--- config.mk ---
export PLATFORM = sky130hd
export DESIGN_NAME = mm_decode
export DESIGN_NICKNAME = d
export VERILOG_FILES = /design/src/source/mm_pkg.sv /design/src/source/mm_decode.sv
export SDC_FILE = /design/constraint.sdc
export NUM_CORES = 1
export LEC_CHECK = 0
export BUFFER_PORTS_ARGS = -buffer_cell sky130_fd_sc_hd__buf_2
export CORE_MARGIN = 2
export CORE_UTILIZATION = 35
export DETAILED_ROUTE_END_ITERATION = 10
export PLACE_DENSITY = 0.72
export SYNTH_ARGS = -nofsm -noshare
export SYNTH_HDL_FRONTEND = slang
export SYNTH_SLANG_ARGS = --single-unit
--- constraint.sdc ---
create_clock -name ap_clk -period 3.8 [get_ports ap_clk]
set_input_delay 0.19 -clock ap_clk [delete_from_list [all_inputs] [get_ports ap_clk]]
set_output_delay 0.19 -clock ap_clk [all_outputs]
set_load 0.01 [all_outputs]
--- src/source/mm_pkg.sv ---
// shared types for the outer-product matrix kernel
// matrix side is fixed here because every packed beat and row type is sized by it
// lane values are signed, accumulators wrap modulo 2^ACC_W
package mm_pkg;

  // ====================
  // sizes
  // ====================

  // lanes per beat, also the side of C
  localparam int MATRIX_DIM = 4;
  // one element of A or B
  localparam int LANE_W = 16;
  // one accumulator, one element of C
  localparam int ACC_W = 32;
  // products per job
  localparam int PROD_CNT_W = 8;

  // ====================
  // input side
  // ====================

  // single signed element
  typedef logic signed [LANE_W-1:0] lane_t;

  // one column of A or one row of B, lane 0 in the low bits
  typedef lane_t [MATRIX_DIM-1:0] lane_vec_t;

  // raw beat as it arrives at the kernel
  typedef struct packed {
    lane_vec_t a_col;
    lane_vec_t b_row;
    logic      last;
  } mm_beat_t;

  // load overwrites the accumulators, acc adds into them
  typedef enum logic {
    MM_OP_LOAD = 1'b0,
    MM_OP_ACC  = 1'b1
  } mm_op_e;

  // beat after decode, tagged with its opcode
  typedef struct packed {
    mm_op_e    op;
    lane_vec_t a_col;
    lane_vec_t b_row;
    logic      last;
  } mm_step_t;

  // ====================
  // output side
  // ====================

  // one row of C, column 0 in the low bits
  typedef logic [MATRIX_DIM-1:0][ACC_W-1:0] c_row_t;

  // full C matrix, row 0 in the low bits
  typedef c_row_t [MATRIX_DIM-1:0] c_mat_t;

endpackage

--- src/source/mm_decode.sv ---
// beat register and opcode tagging
// beats outside a run are dropped, there is no back-pressure
`timescale 1ns/1ps

module mm_decode import mm_pkg::*; (
  input  logic     ap_clk,
  input  logic     areset,
  input  logic     i_run_active,
  input  logic     i_beat_valid,
  input  mm_beat_t i_beat,
  output logic     o_step_valid,
  output mm_step_t o_step
);

  logic     beat_accept;
  // next accepted beat opens a new product
  logic     open_q;
  logic     step_valid_q;
  mm_step_t step_q;

  assign beat_accept = i_beat_valid & i_run_active;

  // ====================
  // control
  // ====================

  always_ff @(posedge ap_clk) begin
    if (areset) begin
      step_valid_q <= 1'b0;
      open_q       <= 1'b1;
    end else begin
      step_valid_q <= beat_accept;
      // rearm between jobs so the first beat after start loads
      if (!i_run_active) begin
        open_q <= 1'b1;
      end else if (beat_accept) begin
        // after a last beat the following one loads again
        open_q <= i_beat.last;
      end
    end
  end

  // ====================
  // payload
  // ====================

  always_ff @(posedge ap_clk) begin
    if (beat_accept) begin
      step_q.op    <= open_q ? MM_OP_LOAD : MM_OP_ACC;
      step_q.a_col <= i_beat.a_col;
      step_q.b_row <= i_beat.b_row;
      step_q.last  <= i_beat.last;
    end
  end

  assign o_step_valid = step_valid_q;
  assign o_step       = step_q;

endmodule

==> impl_metrics.tcl, run 1 <==
set metrics [dict create \
    status "stopped before the end" \
    lastStage "clock tree synthesis" \
    first-error "[ERROR RSZ-0060] Max buffer count reached." \
    ys_warn_count 0 \
    syn_nets 271 \
    synth_area_leader_cell "edfxtp_1" \
    avgSynthCellArea_sq_um 28.8 \
    ctsRootBufferMaster "clkbuf_16" \
    initial_utilization_pct 36.2 \
    synth_area_leaders "edfxtp_1 98%, dfxtp_1 1.0%, o2111ai_1 0.22%" \
    place_hpwl_mm 6.71 \
    cts_post_setup_buffers_inserted 0 \
    syn_inst 138 \
    die_h_microns 111 \
    postCtsHoldBufs 116 \
    clock_sinks 132 \
    synth_seq_cells 132 \
    synthDistinctLibCells 7 \
    die_x_microns 111 \
    gp_congestion 0.796 \
    yosysSeqAreaShare_pct 99.2 \
    numCtsBuffers 17 \
    clock_path_buffers 2 \
    synth_area_sq_mm 0.00398 \
    ctsResizeCount 0 \
    rows 38 \
    cts-htree-levels 4 \
    pin_count 264 \
    synth.top_cell.area_share_pct 98.2 \
    io_buffers 263 \
]
[cells by family after synthesis]
group / Yosys count / share of synthesized area, %
buf+inv: 2 / 0.189
flops: 132 / 99.2
compound gates: 1 / 0.220
simple gates: 3 / 0.409
[cell usage after synthesis (all sizes together)]
| cell | number |
|---|---|
| dfxtp | 2 |
| nand2 | 1 |
| inv | 2 |
| o2111ai | 1 |
| and3 | 1 |
| and2 | 1 |
| edfxtp | 130 |
[per-stage QoR]
stage	std cells	cell area (sq um)	setup slack [ns]	hold WS, ns
floorplan	138	3980	0.129	0.271
global placement	542	5490	2.04	0.366
detailed placement	542	5490	1.99	0.368
==> run 2, diff against run 1 <==
Settings changed: CORE_UTILIZATION 35 to 20, PLACE_DENSITY 0.72 to not set, PLACE_DENSITY_LB_ADDON set to 0.15.
Clock period 3.8 ns to 4.9 ns, I/O delays scaled along.
==> run 2 against run 1 <==
  * Synthesized cell count did not move
  * Area after synthesis stayed put
  * The run now ends clean
==> impl_metrics.tcl, run 2 <==
set metrics [dict create \
    finalWirelength_mm 11.2 \
    clock.fmax_mhz 667 \
    syn_nets 271 \
    static-leakage-power_nw 3.11 \
    grt_max_degree 61 \
    grt_pass1_wl_mm 17.4 \
    power.total_w 0.00286 \
    end_kind "flop" \
    drtAntennaViolNets 0 \
    power.internal_w 0.00223 \
    vdd_drop_max_v 0.000212 \
    tightest_slew_ns 0.776 \
    die_h_microns 145 \
    synth_area_leaders "edfxtp_1 98%, dfxtp_1 1.0%, o2111ai_1 0.22%" \
    place_hpwl_mm 7.52 \
    startpoint_type "input pin" \
    hold_class "input pin to flop" \
    p_sw_w 0.000634 \
    die_x_microns 145 \
    fillers 1834 \
    clock_sinks 132 \
    slew_violations 0 \
    rr_startpoint "open_q" \
    gp_congestion 0.733 \
    ctsResizeCount 0 \
    hold_depth 1 \
    r2r_end "open_q" \
    synth_seq_cells 132 \
    rows 51 \
    worstRegToRegCells 2 \
    hp-start "i_beat[126]" \
    grt_overflow 0 \
    syn2layout_area_growth_pct 88.2 \
    most-common-layout-cells "263 x buf_2, 130 x edfxtp_1, 126 x dlygate4sd3_1" \
    cts_tree "built" \
    largest_reg_flops 130 \
    grt_antenna_before_repair 0 \
    synthArstFlopShare_pct 0 \
    synth.top_cell.area_share_pct 98.2 \
    worstSetupPathType "input pin to flop" \
    io_buffers 263 \
    hold_viol 0 \
    drt-pass1-iter-count 4 \
    syn_inst 138 \
    avgSynthCellArea_sq_um 28.8 \
    clkLatencyLatePin_ns 0.40 \
    fin_crit_sh_pct 30.6 \
    drc 0 \
    num-nets-final 681 \
    wl_per_cell_microns 13.5 \
    skew_ns 0.000284 \
    final_layout_size_suffix_gt1_share_pct 52.6 \
    ys_warn_count 0 \
    yosysSeqAreaShare_pct 99.2 \
    synth_area_leader_cell "edfxtp_1" \
    switching_share_pct 22.2 \
    track_usage_pct 10.9 \
    synth_common_cells "130 x edfxtp_1, 2 x dfxtp_1, 2 x inv_1" \
    power_frac_seq_pct 46.8 \
    required_ns 4.94 \
    r2r_slack_ns 4.21 \
    layout_commonest_cell "buf_2" \
    synth_area_sq_mm 0.00398 \
    die-area_sq_mm 0.0210 \
    drv_cap 0 \
    synthDistinctLibCells 7 \
    powerDensity_mw_per_mm2 383 \
    initial_utilization_pct 20.4 \
    rsz0062_at_grt "false" \
    power.share.clock_pct 43.8 \
    n_antenna_cell 0 \
    min_to "o_step[126]" \
    clock_path_buffers 2 \
    ys.flop_type "edfxtp_1" \
    grt_pass1_vias 3222 \
    finalCriticalPeriod_ns 1.50 \
    status "completed" \
    fin_tns_setup_ns 0 \
    pin_count 264 \
    viasPerCell 3.52 \
    core_area_sq_mm 0.0195 \
    drtIter0Drc 105 \
    setup_violations 0 \
    combPwrFrac_pct 9.4 \
    vias 2906 \
    ctsRootBufferMaster "clkbuf_16" \
    numCtsBuffers 17 \
    hold_ws_ns 0.0344 \
    cp_max_fo 60 \
    critPathArrivalTime_ns 1.53 \
    path_clk_slew_ns 0.05 \
    synth_most_common_cell "edfxtp_1" \
    max_slew_margin_pct 48.3 \
    cts-htree-levels 4 \
    synth_edf_count 130 \
]
-- run 2: cell counts after synthesis --
No cell type changed its count.
-- run 2: layer usage --
layer | routed length [microns] | track usage, %
met4 | 233 | 4.80
met5 | 0 | 0
met3 | 1240 | 6.60
met1 | 3980 | 10.8
met2 | 5710 | 18.4
-- run 2: cells by family (layout without fill, tap and decap cells) --
kind of cell	Yosys count	after routing	share of synthesized area, %
AO/OA/AOI/OAI	1	1	0.220
buffers and inverters	2	425	0.189
flip-flops	132	132	99.2
AND/OR/NAND/NOR	3	3	0.409
-- run 2: worst max-delay path by stage --
stage                  from  cells past startpoint     endpoint
2_1_floorplan  i_run_active                      1    o_step[0]
3_3_place_gp   i_beat_valid                      3  o_step[103]
3_5_place_dp   i_beat_valid                      3   o_step[52]
4_1_cts        i_beat_valid                      3   o_step[16]
5_1_grt        i_beat_valid                      3   o_step[97]
6_report       i_beat_valid                      3   o_step[86]
-- run 2: layout make-up --
class	count	area, sq um	share of cell area [%]
Clock buffer	18	429	5.74
Tap cell	265	332	4.43
Timing Repair Buffer	391	2590	34.6
Sequential cell	132	3940	52.7
Inverter	2	7.51	0.100
Clock inverter	14	150	2.01
Multi-Input combinational cell	4	27.5	0.368
-- run 2: worst max-delay path: stages --
cell and delay, ns:
buf_2 0.11, and2_4 0.42, buf_4 0.67
-- run 2: timing repair --
item,CTS,global route
hold buffers,124,2
hold endpoints to repair,124,2
setup buffers,0,0
-- run 2: through the flow --
stage,instance area (sq um),std cells,util (%),setup slack (ns)
floorplan,3980,138,-,1.17
global placement,5640,668,29.0,3.00
detailed placement,5640,668,29.0,2.95
CTS,7460,824,38.3,3.41
global route,7480,826,38.4,3.30
finish,7480,826,38.4,3.40
-- run 2: power by group through the flow --
stage / Clock (W) / Sequential [W] / Combinational (W)
final: 0.00125 / 0.00134 / 0.000269
after global routing: 0.00134 / 0.00135 / 0.000291
after CTS: 0.00130 / 0.00134 / 0.000272
after detailed placement: 0 / 0.00136 / 0.000193
after global placement: 0 / 0.00136 / 0.000193
after floorplan: 0 / 0.00141 / 0.0000157
Power figures use the tool's default switching activity.
==> run 3, diff against run 2 <==
Clock period 4.9 ns to 1.49 ns, I/O delays scaled along.
==> run 3 against run 2 <==
  * Die area unchanged
  * Via count is 2.5% higher
  * Combinational power increased to 3.4 times the previous value
  * Clock-buffer cell count down 1
  * Final cell count grew 1.2%
  * Wire length decreased by 0.30%
  * Sequential power rose to 3.3 times the previous value
  * Clock power grew to 3.4 times the previous value
  * Critical path depth rose by 2
==> impl_metrics.tcl, run 3 (synthesis results as in run 2) <==
set metrics [dict create \
    cts-htree-levels 4 \
    clock_sinks 132 \
    combPwrFrac_pct 9.6 \
    final.setup.worst_slack_ns 0.259 \
    wl_per_cell_microns 13.3 \
    rows 51 \
    drtIter0Drc 79 \
    grt_antenna_before_repair 1 \
    tightest_slew_ns 0.281 \
    regArea_sq_mm 0.00394 \
    numCtsBuffers 17 \
    fillers 1842 \
    path_cells "dlygate4sd3_1, buf_2, nand2_1, o2111ai_1, dlygate4sd3_1" \
    worst_path_most_repeated_cell "dlygate4sd3_1" \
    num-nets-final 690 \
    static-leakage-power_nw 3.17 \
    fin_tns_setup_ns 0 \
    critPathArrivalTime_ns 1.52 \
    ctsRootBufferMaster "clkbuf_16" \
    utilization_pct 39.1 \
    track_usage_pct 10.9 \
    max_stage_delay_ns 0.57 \
    ctsResizeCount 0 \
    syn2layout_area_growth_pct 91.3 \
    pre_cts_slack_ns 0.482 \
    end_kind "flop" \
    grt_max_degree 50 \
    clock_path_buffers 2 \
    grt_overflow 0 \
    die_h_microns 145 \
    fin_crit_sh_pct 82.6 \
    postCtsHoldBufs 133 \
    status "completed" \
    startpoint_type "input pin" \
    final_layout_size_suffix_gt1_share_pct 52.5 \
    gp_congestion 0.728 \
    finalCriticalPeriod_ns 1.23 \
    cp_max_fo 4 \
    skew_ns 0.00118 \
    io_buffers 263 \
    most-common-layout-cells "263 x buf_2, 133 x dlygate4sd3_1, 130 x edfxtp_1" \
    power_frac_seq_pct 46.3 \
    rsz0062_at_grt "false" \
    dp_cells 670 \
    place_hpwl_mm 7.43 \
    largest_reg_flops 130 \
    initial_utilization_pct 20.4 \
    grt_pass1_vias 3344 \
    die-area_sq_mm 0.0210 \
    core_area_sq_mm 0.0195 \
    path_clk_slew_ns 0.06 \
    cts_post_setup_buffers_inserted 0 \
    finalWirelength_mm 11.1 \
    setup_violations 0 \
    power.total_w 0.00953 \
    drv_cap 0 \
    worstSetupPathType "input pin to flop" \
    p_sw_w 0.00215 \
    drt-pass1-iter-count 4 \
    cts_tree "built" \
    pin_count 264 \
    required_ns 1.78 \
    powerDensity_mw_per_mm2 1250 \
    hold_class "input pin to flop" \
    max_slew_margin_pct 81.3 \
    layout_commonest_cell "buf_2" \
    clkLatencyLatePin_ns 0.40 \
    vdd_drop_max_v 0.000705 \
    fin_cells 836 \
    die_x_microns 145 \
    grt_pass1_wl_mm 17.6 \
    slew_violations 0 \
    power.share.clock_pct 44.2 \
    vias 2979 \
    hold_viol 0 \
    multi_input_area_sq_um 27.5 \
    cp_slowest_cell "dlygate4sd3_1" \
    drc 0 \
    clock.fmax_mhz 812 \
    switching_share_pct 22.6 \
    drtAntennaViolNets 0 \
    power.internal_w 0.00737 \
    viasPerCell 3.56 \
]
-- run 3: final cells by class --
class                      instances  area share, %
sequential                       132           51.8
timing repair buffer             400           35.5
clock buffer                      17           5.59
tap                              265           4.36
clock inverter                    15           2.19
multi-input combinational          4          0.362
inverter                           2         0.0987
antenna                            1         0.0329
-- run 3: routing by layer --
| layer | wire length (microns) | global-route usage, % |
|---|---|---|
| met2 | 5110 | 17.1 |
| met4 | 202 | 5.00 |
| met5 | 0 | 0 |
| met3 | 1360 | 6.51 |
| met1 | 4460 | 11.9 |
-- run 3: power groups by stage --
stage | sequential, W | combinational (W) | clock, W
final | 0.00441 | 0.000911 | 0.00421
after floorplan | 0.00463 | 0.0000532 | 0
after detailed placement | 0.00449 | 0.000646 | 0
after global routing | 0.00443 | 0.000986 | 0.00453
after global placement | 0.00449 | 0.000642 | 0
after CTS | 0.00441 | 0.000920 | 0.00434
-- run 3: critical path, delay by kind of cell --
kind,cells,cell delay (ns)
AND/OR/NAND/NOR,1,0.08
AO/OA/AOI/OAI,1,0.12
buffers and inverters,3,1.26
-- run 3: stage by stage --
stage	hold slack, ns	area, sq um
final	0.368	7610
after CTS	0.340	7600
after global placement	0.251	5680
after floorplan	0.155	3980
after detailed placement	0.253	5680
after global routing	0.349	7600
-- run 3: final timing paths --
kind                              startpoint          end  slack, ns  depth (start not counted)
worst max-delay path            i_beat_valid       open_q       0.26                          5
worst max register to register        open_q       open_q       0.33                          3
worst min register to register        open_q  o_step[129]       0.46                          1
worst min-delay path              i_beat[26]   o_step[26]       0.37                          2
