## config.mk

```make
export PLATFORM = sky130hd
export DESIGN_NAME = mm_result
export DESIGN_NICKNAME = d
export VERILOG_FILES = /design/src/source/mm_pkg.sv /design/src/source/mm_result.sv
export SDC_FILE = /design/constraint.sdc
export NUM_CORES = 1
export LEC_CHECK = 0
export BUFFER_PORTS_ARGS = -buffer_cell sky130_fd_sc_hd__buf_2
export CAP_MARGIN = 20
export CELL_PAD_IN_SITES_DETAIL_PLACEMENT = 0
export CELL_PAD_IN_SITES_GLOBAL_PLACEMENT = 1
export CORE_AREA = 2 2 252 254
export DETAILED_ROUTE_END_ITERATION = 6
export DIE_AREA = 0 0 254 256
export GPL_TIMING_DRIVEN = 1
export HOLD_SLACK_MARGIN = 0.08
export PLACE_DENSITY = 0.71
export SETUP_SLACK_MARGIN = 0.2
export SLEW_MARGIN = 15
export SYNTH_ARGS = -nofsm -noshare
export SYNTH_HDL_FRONTEND = slang
export SYNTH_SLANG_ARGS = --single-unit
```

## constraint.sdc

```tcl
create_clock -name ap_clk -period 3.3 [get_ports ap_clk]
set_clock_uncertainty 0.05 [all_clocks]
set_input_delay 0.66 -clock ap_clk [delete_from_list [all_inputs] [get_ports ap_clk]]
set_output_delay 0.66 -clock ap_clk [all_outputs]
set_load 0.02 [all_outputs]
```

## src/source/mm_pkg.sv

```systemverilog
// shared types for the outer-product matrix kernel
// matrix side is fixed here because every packed beat and row type is sized by it
// lane values are signed, accumulators wrap modulo 2^ACC_W
package mm_pkg;

  // ====================
  // sizes
  // ====================

  // lanes per beat, also the side of C
  localparam int MATRIX_DIM = 4;
  // one element of A or B
  localparam int LANE_W = 16;
  // one accumulator, one element of C
  localparam int ACC_W = 32;
  // products per job
  localparam int PROD_CNT_W = 8;

  // ====================
  // input side
  // ====================

  // single signed element
  typedef logic signed [LANE_W-1:0] lane_t;

  // one column of A or one row of B, lane 0 in the low bits
  typedef lane_t [MATRIX_DIM-1:0] lane_vec_t;

  // raw beat as it arrives at the kernel
  typedef struct packed {
    lane_vec_t a_col;
    lane_vec_t b_row;
    logic      last;
  } mm_beat_t;

  // load overwrites the accumulators, acc adds into them
  typedef enum logic {
    MM_OP_LOAD = 1'b0,
    MM_OP_ACC  = 1'b1
  } mm_op_e;

  // beat after decode, tagged with its opcode
  typedef struct packed {
    mm_op_e    op;
    lane_vec_t a_col;
    lane_vec_t b_row;
    logic      last;
  } mm_step_t;

  // ====================
  // output side
  // ====================

  // one row of C, column 0 in the low bits
  typedef logic [MATRIX_DIM-1:0][ACC_W-1:0] c_row_t;

  // full C matrix, row 0 in the low bits
  typedef c_row_t [MATRIX_DIM-1:0] c_mat_t;

endpackage

```

## src/source/mm_result.sv

```systemverilog
// holds one finished matrix and streams it out a row per cycle
// a new matrix may only arrive on or after the cycle of the final row
`timescale 1ns/1ps

module mm_result import mm_pkg::*; (
  input  logic   ap_clk,
  input  logic   areset,
  input  logic   i_mat_valid,
  input  c_mat_t i_mat,
  output logic   o_c_valid,
  output c_row_t o_c_row,
  output logic   o_c_last
);

  localparam int ROW_CNT_W = (MATRIX_DIM > 1) ? $clog2(MATRIX_DIM) : 1;

  c_mat_t               mat_buf_q;
  logic [ROW_CNT_W-1:0] row_q;
  logic                 busy_q;
  logic                 row_is_last;

  assign row_is_last = (row_q == ROW_CNT_W'(MATRIX_DIM - 1));

  // ====================
  // buffer
  // ====================

  // overwriting on the final row is safe, that row is already on the output
  always_ff @(posedge ap_clk) begin
    if (i_mat_valid) begin
      mat_buf_q <= i_mat;
    end
  end

  // ====================
  // row counter
  // ====================

  always_ff @(posedge ap_clk) begin
    if (areset) begin
      busy_q <= 1'b0;
      row_q  <= '0;
    end else if (i_mat_valid) begin
      // restart from row 0 for the new matrix
      busy_q <= 1'b1;
      row_q  <= '0;
    end else if (busy_q) begin
      if (row_is_last) begin
        busy_q <= 1'b0;
        row_q  <= '0;
      end else begin
        row_q <= row_q + ROW_CNT_W'(1);
      end
    end
  end

  assign o_c_valid = busy_q;
  assign o_c_row   = mat_buf_q[row_q];
  assign o_c_last  = busy_q & row_is_last;

  // products shorter than MATRIX_DIM beats would cut the drain short
  a_no_overrun : assert property (@(posedge ap_clk) disable iff (areset)
    i_mat_valid |-> (!busy_q || row_is_last));

endmodule

```

[Word-level counts from Yosys, hierarchy flattened]
Cells that the tools add are included.
Word-level totals
  input port bits: 515
  register bits after elaboration: 515
  output and inout port bits: 130
  memories kept: 0
  bits in latches: 0
  ROM bits: 0
  RAM bits: 0
Cells by class
  equal/unequal tests: 1
  $mul: 0
  mux-type cells: 6
  reductions and logical operators: 1
  shift operators: 0
  divide/modulo/power cells: 0
  $lt $le $gt $ge: 1
  $add $sub $neg: 1
  bitwise gates (word level): 1
Operators by type and width (number)
  $bmux W128 S2: 1
  $mux W128: 1
  $lt A2 B3 Y1 const B: 1
  $mux W1: 3
  $add A2 B1 Y2 const B: 1
  $eq A2 B2 Y1 const B: 1
  $mux W2: 1
  $reduce_or A2 Y1: 1
  $and A1 B1 Y1: 1

[Depth between registers and ports, before layout]
Gate-level depths: netlist of run 1.
  depth after elaboration: 4
  mapped depth: 4
  gate-level depth less buffers: 3

[Least setup slack after synthesis of run 1]
Ideal clock, no wire load.
  kind: register -> output
  from: register row_q[0]
  to: output port o_c_row[100] in the netlist's numbering
  data arrival time: 1.324 ns
  buffers on the path: 3
  stages on the path, launching flop included: 5
  path slack: 1.266 ns
  cell sequence: dfxtp_1 buf_6 buf_12 buf_12 mux4_2
RTL lines
  from (decl): RTL line mm_result.sv:18  | logic [ROW_CNT_W-1:0] row_q;
  from (signal assigned): RTL line mm_result.sv:52  | row_q <= row_q + ROW_CNT_W'(1);
  to (decl): RTL line mm_result.sv:11  | output c_row_t o_c_row,

==> results.md, run 1 <==
- Compound-cell area share of the yosys netlist: 0.0669%
- Ys flop type: edfxtp_1
- Adder-Cell Fraction of Synth Area: less than 1%
- Worst-margin pin slew: about 0.66 ns
- Fin util: between 40% and 50%
- Setup CP Type: reg2out
- Syn avg cell area: roughly 27 sq um
- CP Max Fanout: 28
- CTS H-tree depth: 2
- DRT Pass-1 Iters: 5
- Hold WS: around 0.18 ns
- CP Data Required Time: roughly 2.6 ns
- Vias per inst: 4.39
- Vias: ~10000
- Simple-gate share of the synthesized area: less than 1%
- Global placer's final weighted congestion: roughly 0.82
- TritonCTS clock tree: yes
- Fraction of layout cells with a size suffix above 1: ~62%
- Placed Area: approximately 23000 sq um
- Yosys warns: 0
- Initial Utilization: between 20 and 30%
- Pins over their slew limit: 0
- # fillers: between 5000 and 6000
- Max cap viols: 0
- VDD IR-drop max: around 0.43 mV
- Syn Inst Count: just under 700
- Crit path DAT: roughly 2.2 ns
- Count leader, synth: edfxtp_1
- Hold_buf cts: 0
- Die Height: 256 um
- Root buf cell: clkbuf_16
- Final WS setup: 0.358 ns
- Nets: 1910
- Post-synthesis async set-or-reset flop share: 0%
- Worst-path clk slew: 0.06 ns
- Clock sinks: 515
- XOR/XNOR Fraction of Synth Area: 0%
- Period utilization: roughly nine tenths
- Area share of the largest cell type after synthesis: 82.2%
- Remaining antenna violation count: 0
- Total grt overflow: 0
- Post-synth EDFFs: 512
- Dpl ws: 0.865 ns
- CTS buffer count: 56
- Latest clock arrival within the worst-skew pair: ~0.59 ns
- Vias in the first global route: 11000
- Endpoints failing setup: 0
- Commonest cells in the netlist: edfxtp_1, mux4_2, buf_2
- Overall die width: ~250 um
- Yosys top cell by area: edfxtp_1
- GRT Util Overall: 14.3%
- WL final: roughly 48 mm
- DRC: 0
- Leakage power: 9.42 nW
- Main combinational cell family by area after synthesis: multiplexers
- Final Cell Area: 25000 sq um
- DR WL/cell: approximately 21 um
- Sequential area share after synthesis: between 80 and 90%
- Power Dens Cells: 616 nW/um^2
- Final hold violation count: 0
- Synth top area cells: edfxtp_1, mux4_2, buf_12
- Dpl cells: around 2200
- Port Buffers: about 640
- Peak Freq: 340 MHz
- Postcts setup bufs: 0
- Setup TNS: 0 ns
- I/O pins: 645
- Rel. slew slack: between 50% and 60%
- Synth unique cells: 18
- Result of the run: complete, no violations
- RSZ-0062 raised after global routing: no
- Hold/Removal Path Class: in2reg
- First-pass GRT wire length: about 70 mm
- Net Count, Synth: roughly 1200
- Final Total Pwr: roughly 15 mW
- Iteration-0 DRC count of the detailed router: between 500 and 600
- Mux contribution to synthesized area: between 15 and 20%
- Cell Rows: between 90 and 100
- Die area: around 65000 sq um
- Cell Area, Synth: roughly 19000 sq um
- Initial antenna violation count: 19
- #FFs+latches synth: 515
- Final min period: between 2 and 3 ns
- Clock Tree Buf Depth: 3
- CP Capture Type: output port
- Finished Layout Cells: approximately 2300
- Largest net degree at the start of global routing: between 70 and 80
- Area delta synth->final: 33.7%
- Worst setup SP type: flop
- Core box area: between 60000 and 70000 sq um
- Dpl hpwl: between 30 and 40 mm
[worst max-delay path: stages, from the launching register on]
cell and delay [ns]:
dfxtp_4 0.38, buf_12 0.20, buf_16 0.25, mux4_2 0.55, buf_2 0.19
[metal layers]
layer | routed length, um | share of wire [%] | GRT usage, %
met5 | 155 | 0.32 | 0
met2 | 24300 | 51 | 25.0
met4 | 1350 | 2.8 | 5.10
met1 | 16800 | 35 | 15.6
met3 | 5200 | 11 | 5.52
[cell type report]
cell class	instances	area [sq um]	area share (%)
multi-input combinational	137	2950	11.8
antenna	6	15.0	0.0600
inverter	1	3.75	0.0150
timing repair buffer	683	3710	14.8
clock buffer	70	1450	5.81
tap	846	1060	4.23
clock inverter	34	388	1.55
sequential	515	15400	61.7
[power breakdown]
part / internal, mW / switching (mW) / leakage, nW / total [mW]
Combinational: 0.595 / 0.639 / 3.48 / 1.23
Sequential: 7.77 / 0.158 / 5.04 / 7.93
Clock: 3.75 / 2.49 / 0.902 / 6.24
[final timing paths]
path / start / to / slack [ns] / cells after the start
worst min register to register: o_c_valid / o_c_valid / 0.52 / 2
worst min-delay path: i_mat[484] / mat_buf_q[484] / 0.18 / 1
worst max register to register: row_q[0] / row_q[0] / 1.81 / 4
worst max-delay path: row_q[0] / o_c_row[92] / 0.36 / 4
[cell usage in the layout, fill, tap and decap left out]
master,synthesis,layout
a21oi_1,1,1
ha_1,1,1
or3b_1,1,1
clkinvlp_4,0,1
clkinv_1,0,9
bufinv_16,0,8
inv_6,0,4
clkinv_2,0,11
diode_2,0,6
clkinv_8,0,1
buf_8,0,1
buf_4,2,26
mux4_2,128,128
mux2i_1,1,1
inv_1,1,1
edfxtp_1,512,512
a211oi_1,1,1
clkbuf_1,1,14
dfxtp_1,3,1
and2_1,1,1
buf_2,12,643
nand2b_1,2,2
buf_16,0,2
dfxtp_4,0,2
clkbuf_16,0,57
nor3_1,1,1
buf_12,11,10
[kinds of logic after synthesis]
family,Yosys count
AO/OA/AOI/OAI,2
adder cells (fa/ha/maj),1
buffers and inverters,30
flip-flops,515
multiplexers,129
AND/OR/NAND/NOR,5
[repair_timing]
action | CTS | global route
gates cloned | 0 | 1
pin swaps | 0 | 0
endpoints found under the setup margin | 1 | 6
resized for setup | 1 | 1
[state kept, by name, indices dropped and copies added, names as in the netlist]
| register | flops |
|---|---|
| mat_buf_q | 512 |
| row_q | 2 |
| o_c_valid | 1 |
Power figures use the tool's default switching activity.
==> run 2, diff against run 1 <==
ABC_AREA = 1   (was unset)
CORE_AREA = 5 5 245 247   (was 2 2 252 254)
DIE_AREA = 0 0 250 252   (was 0 0 254 256)
PLACE_DENSITY = 0.88   (was 0.71)
==> run 2 against run 1 <==
Against the previous run: critical path depth increased by 1; hold slack improved by 0.0016 ns; global-route usage up 3.7 points; synthesized area increased by 16%; final cell count rose by 53%; wire length up 26%; clock power decreased by 9.1%; combinational power rose by 41%; via count rose by 53%; clock-buffer cell count up 2; maximum frequency increased by 0.78%; cell area increased by 9.5%; largest power group unchanged.
==> results.md, run 2 <==
- Endpoints failing setup: 0 (unchanged)
- Leakage power: 13.4 nW (+43%)
- Vias: 15400 (+53%)
- Hold/Removal Path Class: in2reg
- Yosys warns: 0 (unchanged)
- Comb pwr share: 11.3% (+3.3 points)
- Initial Utilization: 37.8% (+7.8 points)
- Result of the run: complete, no violations
- Vias in the first global route: 14900 (+35%)
- CP Max Fanout: 141 (+400%)
- Dpl hpwl: 42.6 mm (+18%)
- Clock Tree Buf Depth: 3 (unchanged)
- WL final: 60.1 mm (+26%)
- Area share of the largest cell type after synthesis: 70.9% (-11 points)
- Clock sinks: 515 (unchanged)
- CTS buffer count: 54 (-3.6%)
- Worst setup SP type: flop
- Commonest cells in the netlist: nand2_1, inv_1, edfxtp_1
- Yosys top cell by area: edfxtp_1
- #FFs+latches synth: 515 (unchanged)
- Core box area: 57400 sq um (-8.1%)
- Seq pwr share: 51.7% (+0.2 points)
- Post-CTS sizing: 0 (-1)
- Final hold violation count: 0 (unchanged)
- Syn avg cell area: 10.7 sq um (-61%)
- Post-synthesis async set-or-reset flop share: 0% (unchanged)
- Final WS setup: 0.380 ns (+0.0227 ns)
- Synth top area cells: edfxtp_1, nand2_1, inv_1
- I/O pins: 645 (unchanged)
- Commonest cells after routing, fill and taps aside: nand2_1, buf_2, inv_1, edfxtp_1, nand3_1
- Net Count, Synth: 2541 (+110%)
- P_sw: 3.69 mW (+12%)
- Sequential area share after synthesis: 71.2% (-11 points)
- Met2 global-route usage: 31.6% (+6.6 points)
- Pins over their slew limit: 0 (unchanged)
- DRT Pass-1 Iters: 5 (unchanged)
- Period utilization: 88.5% (-0.69 points)
- Grt met1 use: 21.6% (+6.0 points)
- TritonCTS clock tree: yes
- Port Buffers: 644 (unchanged)
- Hold path start: i_mat[224]
- Cell Area, Synth: 21700 sq um (+16%)
- Initial antenna violation count: 25 (+6)
- Peak Freq: 343 MHz (+0.78%)
- Total grt overflow: 0 (unchanged)
- Ys flop type: edfxtp_1
- DR WL/cell: 17.2 um (-17%)
- Rel. slew slack: 44.1% (-12 points)
- Postcts setup bufs: 0 (unchanged)
- Remaining antenna violation count: 0 (unchanged)
- First-pass GRT wire length: 87.5 mm (+28%)
- Most flops, register: mat_buf_q
- Syn Inst Count: 2025 (+200%)
- Max cap viols: 0 (unchanged)
- CTS H-tree depth: 2 (unchanged)
- Vias per inst: 4.40 (+0.30%)
- Root buf cell: clkbuf_16
- Final min period: 2.92 ns (-0.0227 ns)
- Net Sw Frac: 24.1% (+2.8 points)
- Met3 Usage GRT: 4.70% (-0.82 points)
- Setup TNS: 0 ns (unchanged)
- Die area: 63000 sq um (-3.1%)
- Dpl ws: 1.01 ns (+0.149 ns)
- Crit path DAT: 2.21 ns (-0.02 ns)
- Die Height: 252 um (-1.6%)
- Gr busiest metal: met2
- DRC: 0 (unchanged)
- Setup CP Type: reg2out
- CP Data Required Time: 2.59 ns (about the same)
- Synth unique cells: 14 (-4)
- Int Pwr: 11.6 mW (-4.2%)
- Cell Rows: 88 (-4.3%)
- Worst-path clk slew: 0.06 ns (about the same)
- Hold WS: 0.181 ns (+0.00159 ns)
- Fraction of layout cells with a size suffix above 1: 27.5% (-35 points)
- Crit path from: row_q[0]
- VDD IR-drop max: 0.485 mV (+13%)
- Overall die width: 250 um (-1.6%)
- RSZ-0062 raised after global routing: no
- Post-synth EDFFs: 512 (unchanged)
- Largest net degree at the start of global routing: 142 (+100%)
- Power Dens Cells: 558 nW/um^2 (-9.3%)
- Max reg flops: 512 (unchanged)
- CP Capture Type: output port
- Hold_buf cts: 0 (unchanged)
- Worst-margin pin slew: 0.838 ns (+0.182 ns)
- Commonest non-fill, non-tap cell in the layout: nand2_1
- Iteration-0 DRC count of the detailed router: 1121 (+98%)
- Count leader, synth: nand2_1
- Global placer's final weighted congestion: 0.912 (+12%)
- Latest clock arrival within the worst-skew pair: 0.58 ns (about the same)
- Area delta synth->final: 26.3%
- GRT Util Overall: 18.0% (+3.7 points)
- Power share of the clock group: 37.0% (-3.5 points)
- Final Total Pwr: 15.3 mW (-0.68%)
- Nets: 3183 (+67%)
- Worst reg2reg path startpoint: row_q[0]
## run 2: changes by cell type after synthesis, moves of 11 or more
cell	before	now
buf_12	11	0
nand2_1	0	644
buf_6	2	13
buf_2	12	44
nand3_1	0	256
buf_4	2	27
inv_1	1	517
mux4_2	128	0
## run 2: area by class of cell
type / instances / area (sq um)
diodes: 24 / 60.1
fillers: 5279 / 30000
well taps: 765 / 957
clock buffers: 72 / 1440
clock inverters: 27 / 195
flip-flops and latches: 515 / 15400
inverters: 518 / 1950
multi-input cells: 907 / 3740
repair buffers: 671 / 3610
## run 2: routing by layer
metal	vias up	wire, um	share of wire, %
met2	579	31100	52
met5	-	51	0.085
li1	7633	-	-
met1	7079	22600	38
met4	8	1640	2.7
met3	112	4740	7.9
## run 2: path summary, 6_finish.rpt
kind         depth (start not counted)             end  slack, ns
max                                  5     o_c_row[18]       0.38
min reg2reg                          2        row_q[1]       0.53
max reg2reg                          4        row_q[1]       1.67
min                                  1  mat_buf_q[224]       0.18
## run 2: stage by stage
step | std cells | utilization, % | area [sq um]
2_1_floorplan | 2025 | - | 21700
3_3_place_gp | 3376 | 44.8 | 25700
3_5_place_dp | 3376 | 44.8 | 25700
4_1_cts | 3475 | 47.7 | 27300
5_1_grt | 3493 | 47.7 | 27400
6_report | 3499 | 47.8 | 27400
## run 2: kinds of logic after synthesis
logic type	Yosys count	share of synthesized area, %
buf+inv	603	11.6
fa+ha+maj	1	0.0577
flops	515	71.2
compound gates	3	0.0692
simple gates	903	17.1
## run 2: power by group through the flow
stage               Sequential (mW)  Clock, mW  Combinational [mW]
CTS                            7.91       5.82                1.75
floorplan                      8.00          0               0.886
finish                         7.91       5.67                1.73
global route                   7.95       6.10                1.92
detailed placement             8.04          0                1.74
global placement               8.02          0                1.72
## run 2: worst max-delay path, stage by stage, from the launching register on
cell and delay [ns]:
dfxtp_4 0.40, buf_12 0.38, nand2_1 0.14, nand3_1 0.11, nand2_1 0.13, buf_2 0.19
==> run 3, diff against run 2 <==
CORE_AREA = 5 5 246 248   (was 5 5 245 247)
DIE_AREA = 0 0 251 253   (was 0 0 250 252)
PLACE_DENSITY = 0.87   (was 0.88)
SETUP_SLACK_MARGIN = 0.05   (was 0.2)
clock period = 3.1 ns   (was 3.3 ns; I/O delays follow)
==> run 3 against run 2 <==
Against the previous run: worst setup slack got worse by 0.22 ns; die area grew 0.80%; largest cell class unchanged; critical endpoint is now o_c_row[6]; critical path type unchanged; highest routed layer unchanged; core utilization shrank 0.69 points; wire length decreased by 1.6%.
==> results.md, run 3 (synthesis gave the netlist of run 2 again) <==
- Max cap viols: 0 (unchanged)
- Most flops, register: mat_buf_q
- Nets: 3186 (+0.094%)
- WL final: 59.2 mm (-1.6%)
- Dpl hpwl: 41.8 mm (-1.9%)
- Placed Area: 25700 sq um (about the same)
- Final WS setup: 0.157 ns (-0.223 ns)
- Dpl cells: 3387 (+0.33%)
- CTS buffer count: 54 (unchanged)
- Cell Rows: 89 (+1.1%)
- Final hold violation count: 0 (unchanged)
- I/O pins: 645 (unchanged)
- Initial Utilization: 37.2% (-0.57 points)
- Clock sinks: 515 (unchanged)
- # fillers: 5375 (+1.8%)
- Die area: 63500 sq um (+0.80%)
- Crit path DAT: 2.27 ns (+0.06 ns)
- Hold/Removal Path Class: in2reg
- Fraction of layout cells with a size suffix above 1: 27.6% (+0.18 points)
- Port Buffers: 644 (unchanged)
- Finished Layout Cells: 3504 (+0.14%)
- Latest clock arrival within the worst-skew pair: 0.58 ns (about the same)
- Worst setup SP type: flop
- Register area: 15400 sq um (unchanged)
- CTS H-tree depth: 2 (unchanged)
- CP Capture Type: output port
- First-pass GRT wire length: 86.4 mm (-1.3%)
- Postcts setup bufs: 0 (unchanged)
- Global placer's final weighted congestion: 0.862 (-5.5%)
- Vias in the first global route: 15000 (+0.59%)
- GRT Util Overall: 17.5% (-0.46 points)
- Final min period: ~2.9 ns
- Rel. slew slack: 53.5% (+9.4 points)
- Multi-input gate area: 3740 sq um (+0.13%)
- Initial antenna violation count: 21 (-16%)
- Dpl ws: 0.709 ns (-0.304 ns)
- Commonest non-fill, non-tap cell in the layout: nand2_1
- Pins over their slew limit: 0 (unchanged)
- CP Data Required Time: 2.43 ns (-0.16 ns)
- Result of the run: complete, no violations
- Worst-margin pin slew: 0.697 ns (-0.141 ns)
- Clock Tree Buf Depth: 3 (unchanged)
- Period utilization: 94.9%
- Power Dens Cells: 597 nW/um^2 (+7.0%)
- Die Height: 253 um (+0.40%)
- Peak Freq: 340 MHz
- CP Max Fanout: 69 (-51%)
- Worst-path clk slew: 0.06 ns (about the same)
- Remaining antenna violation count: 0 (unchanged)
- DRT Pass-1 Iters: 5 (unchanged)
- DR WL/cell: 16.9 um (-1.7%)
- RSZ-0062 raised after global routing: yes
- Core box area: 58200 sq um (+1.5%)
- Largest net degree at the start of global routing: 127 (-11%)
- Setup CP Type: reg2out
- Leakage power: 13.5 nW (+0.17%)
- Fin util: 47.1% (-0.69 points)
- Vias per inst: 4.43 (+0.53%)
- Max reg flops: 512 (unchanged)
- Root buf cell: clkbuf_16
- DRC: 0 (unchanged)
- VDD IR-drop max: 0.468 mV (-3.6%)
- Vias: 15500 (+0.67%)
- TritonCTS clock tree: yes
- Overall die width: 251 um (+0.40%)
- Iteration-0 DRC count of the detailed router: 1137 (+1.4%)
- Final Cell Area: 27400 sq um (about the same)
- Commonest cells after routing, fill and taps aside: nand2_1, buf_2, inv_1, edfxtp_1, nand3_1
- Endpoints failing setup: 0 (unchanged)
- Area delta synth->final: 26.4% (about the same)
- Total grt overflow: 0 (unchanged)
==> run 3: what timing repair did <==
| item | CTS | global route |
|---|---|---|
| pin swaps | 0 | 0 |
| gates cloned | 0 | 0 |
| hold buffers | 0 | 0 |
| gates resized for setup | 1 | 1 |
| endpoints found under the setup margin | 1 | 35 |
==> run 3: through the flow <==
| stage | hold slack (ns) | total power [mW] | setup TNS, ns |
|---|---|---|---|
| 4_1_cts | 0.0985 | 16.5 | 0 |
| 5_1_grt | 0.107 | 17.1 | -0.102 |
| 3_5_place_dp | 0.475 | 10.4 | 0 |
| 3_3_place_gp | 0.470 | 10.3 | 0 |
| 6_report | 0.145 | 16.4 | 0 |
| 2_1_floorplan | 0.540 | 9.46 | 0 |
==> run 3: per-layer routing <==
layer / wire length (um) / up-vias / GRT usage, %
met5: 23 / - / 0
met4: 1560 / 4 / 6.14
met3: 4920 / 98 / 4.49
met2: 30100 / 615 / 30.2
met1: 22600 / 7180 / 21.6
li1: - / 7618 / -
==> run 3: final timing paths <==
check / end / cells after the start / slack, ns / start
setup / recovery: o_c_row[6] / 6 / 0.16 / row_q[0]
hold reg to reg: row_q[1] / 2 / 0.48 / o_c_valid
setup reg to reg: row_q[1] / 4 / 1.63 / row_q[1]
hold / removal: mat_buf_q[237] / 1 / 0.15 / i_mat[237]
==> run 3: area by class of cell <==
class | instances | share of cell area, %
flip-flops and latches | 515 | 56.3
multi-input cells | 907 | 13.7
repair buffers | 674 | 13.1
inverters | 518 | 7.13
clock buffers | 68 | 5.20
well taps | 773 | 3.53
clock inverters | 28 | 0.822
diodes | 21 | 0.192
==> run 3: where the power goes <==
| group | switching, mW | total [mW] | leakage [nW] | internal (mW) |
|---|---|---|---|---|
| logic | 1.16 | 1.82 | 7.62 | 0.665 |
| clock network | 2.65 | 6.14 | 0.810 | 3.49 |
| registers | 0.139 | 8.41 | 5.04 | 8.27 |
==> run 3: critical path, stage by stage, from the launching register on <==
cell     delay (ns)
dfxtp_4        0.44
inv_8          0.35
buf_12         0.34
nand2_1        0.08
nand3_1        0.14
nand2_1        0.06
buf_2          0.16
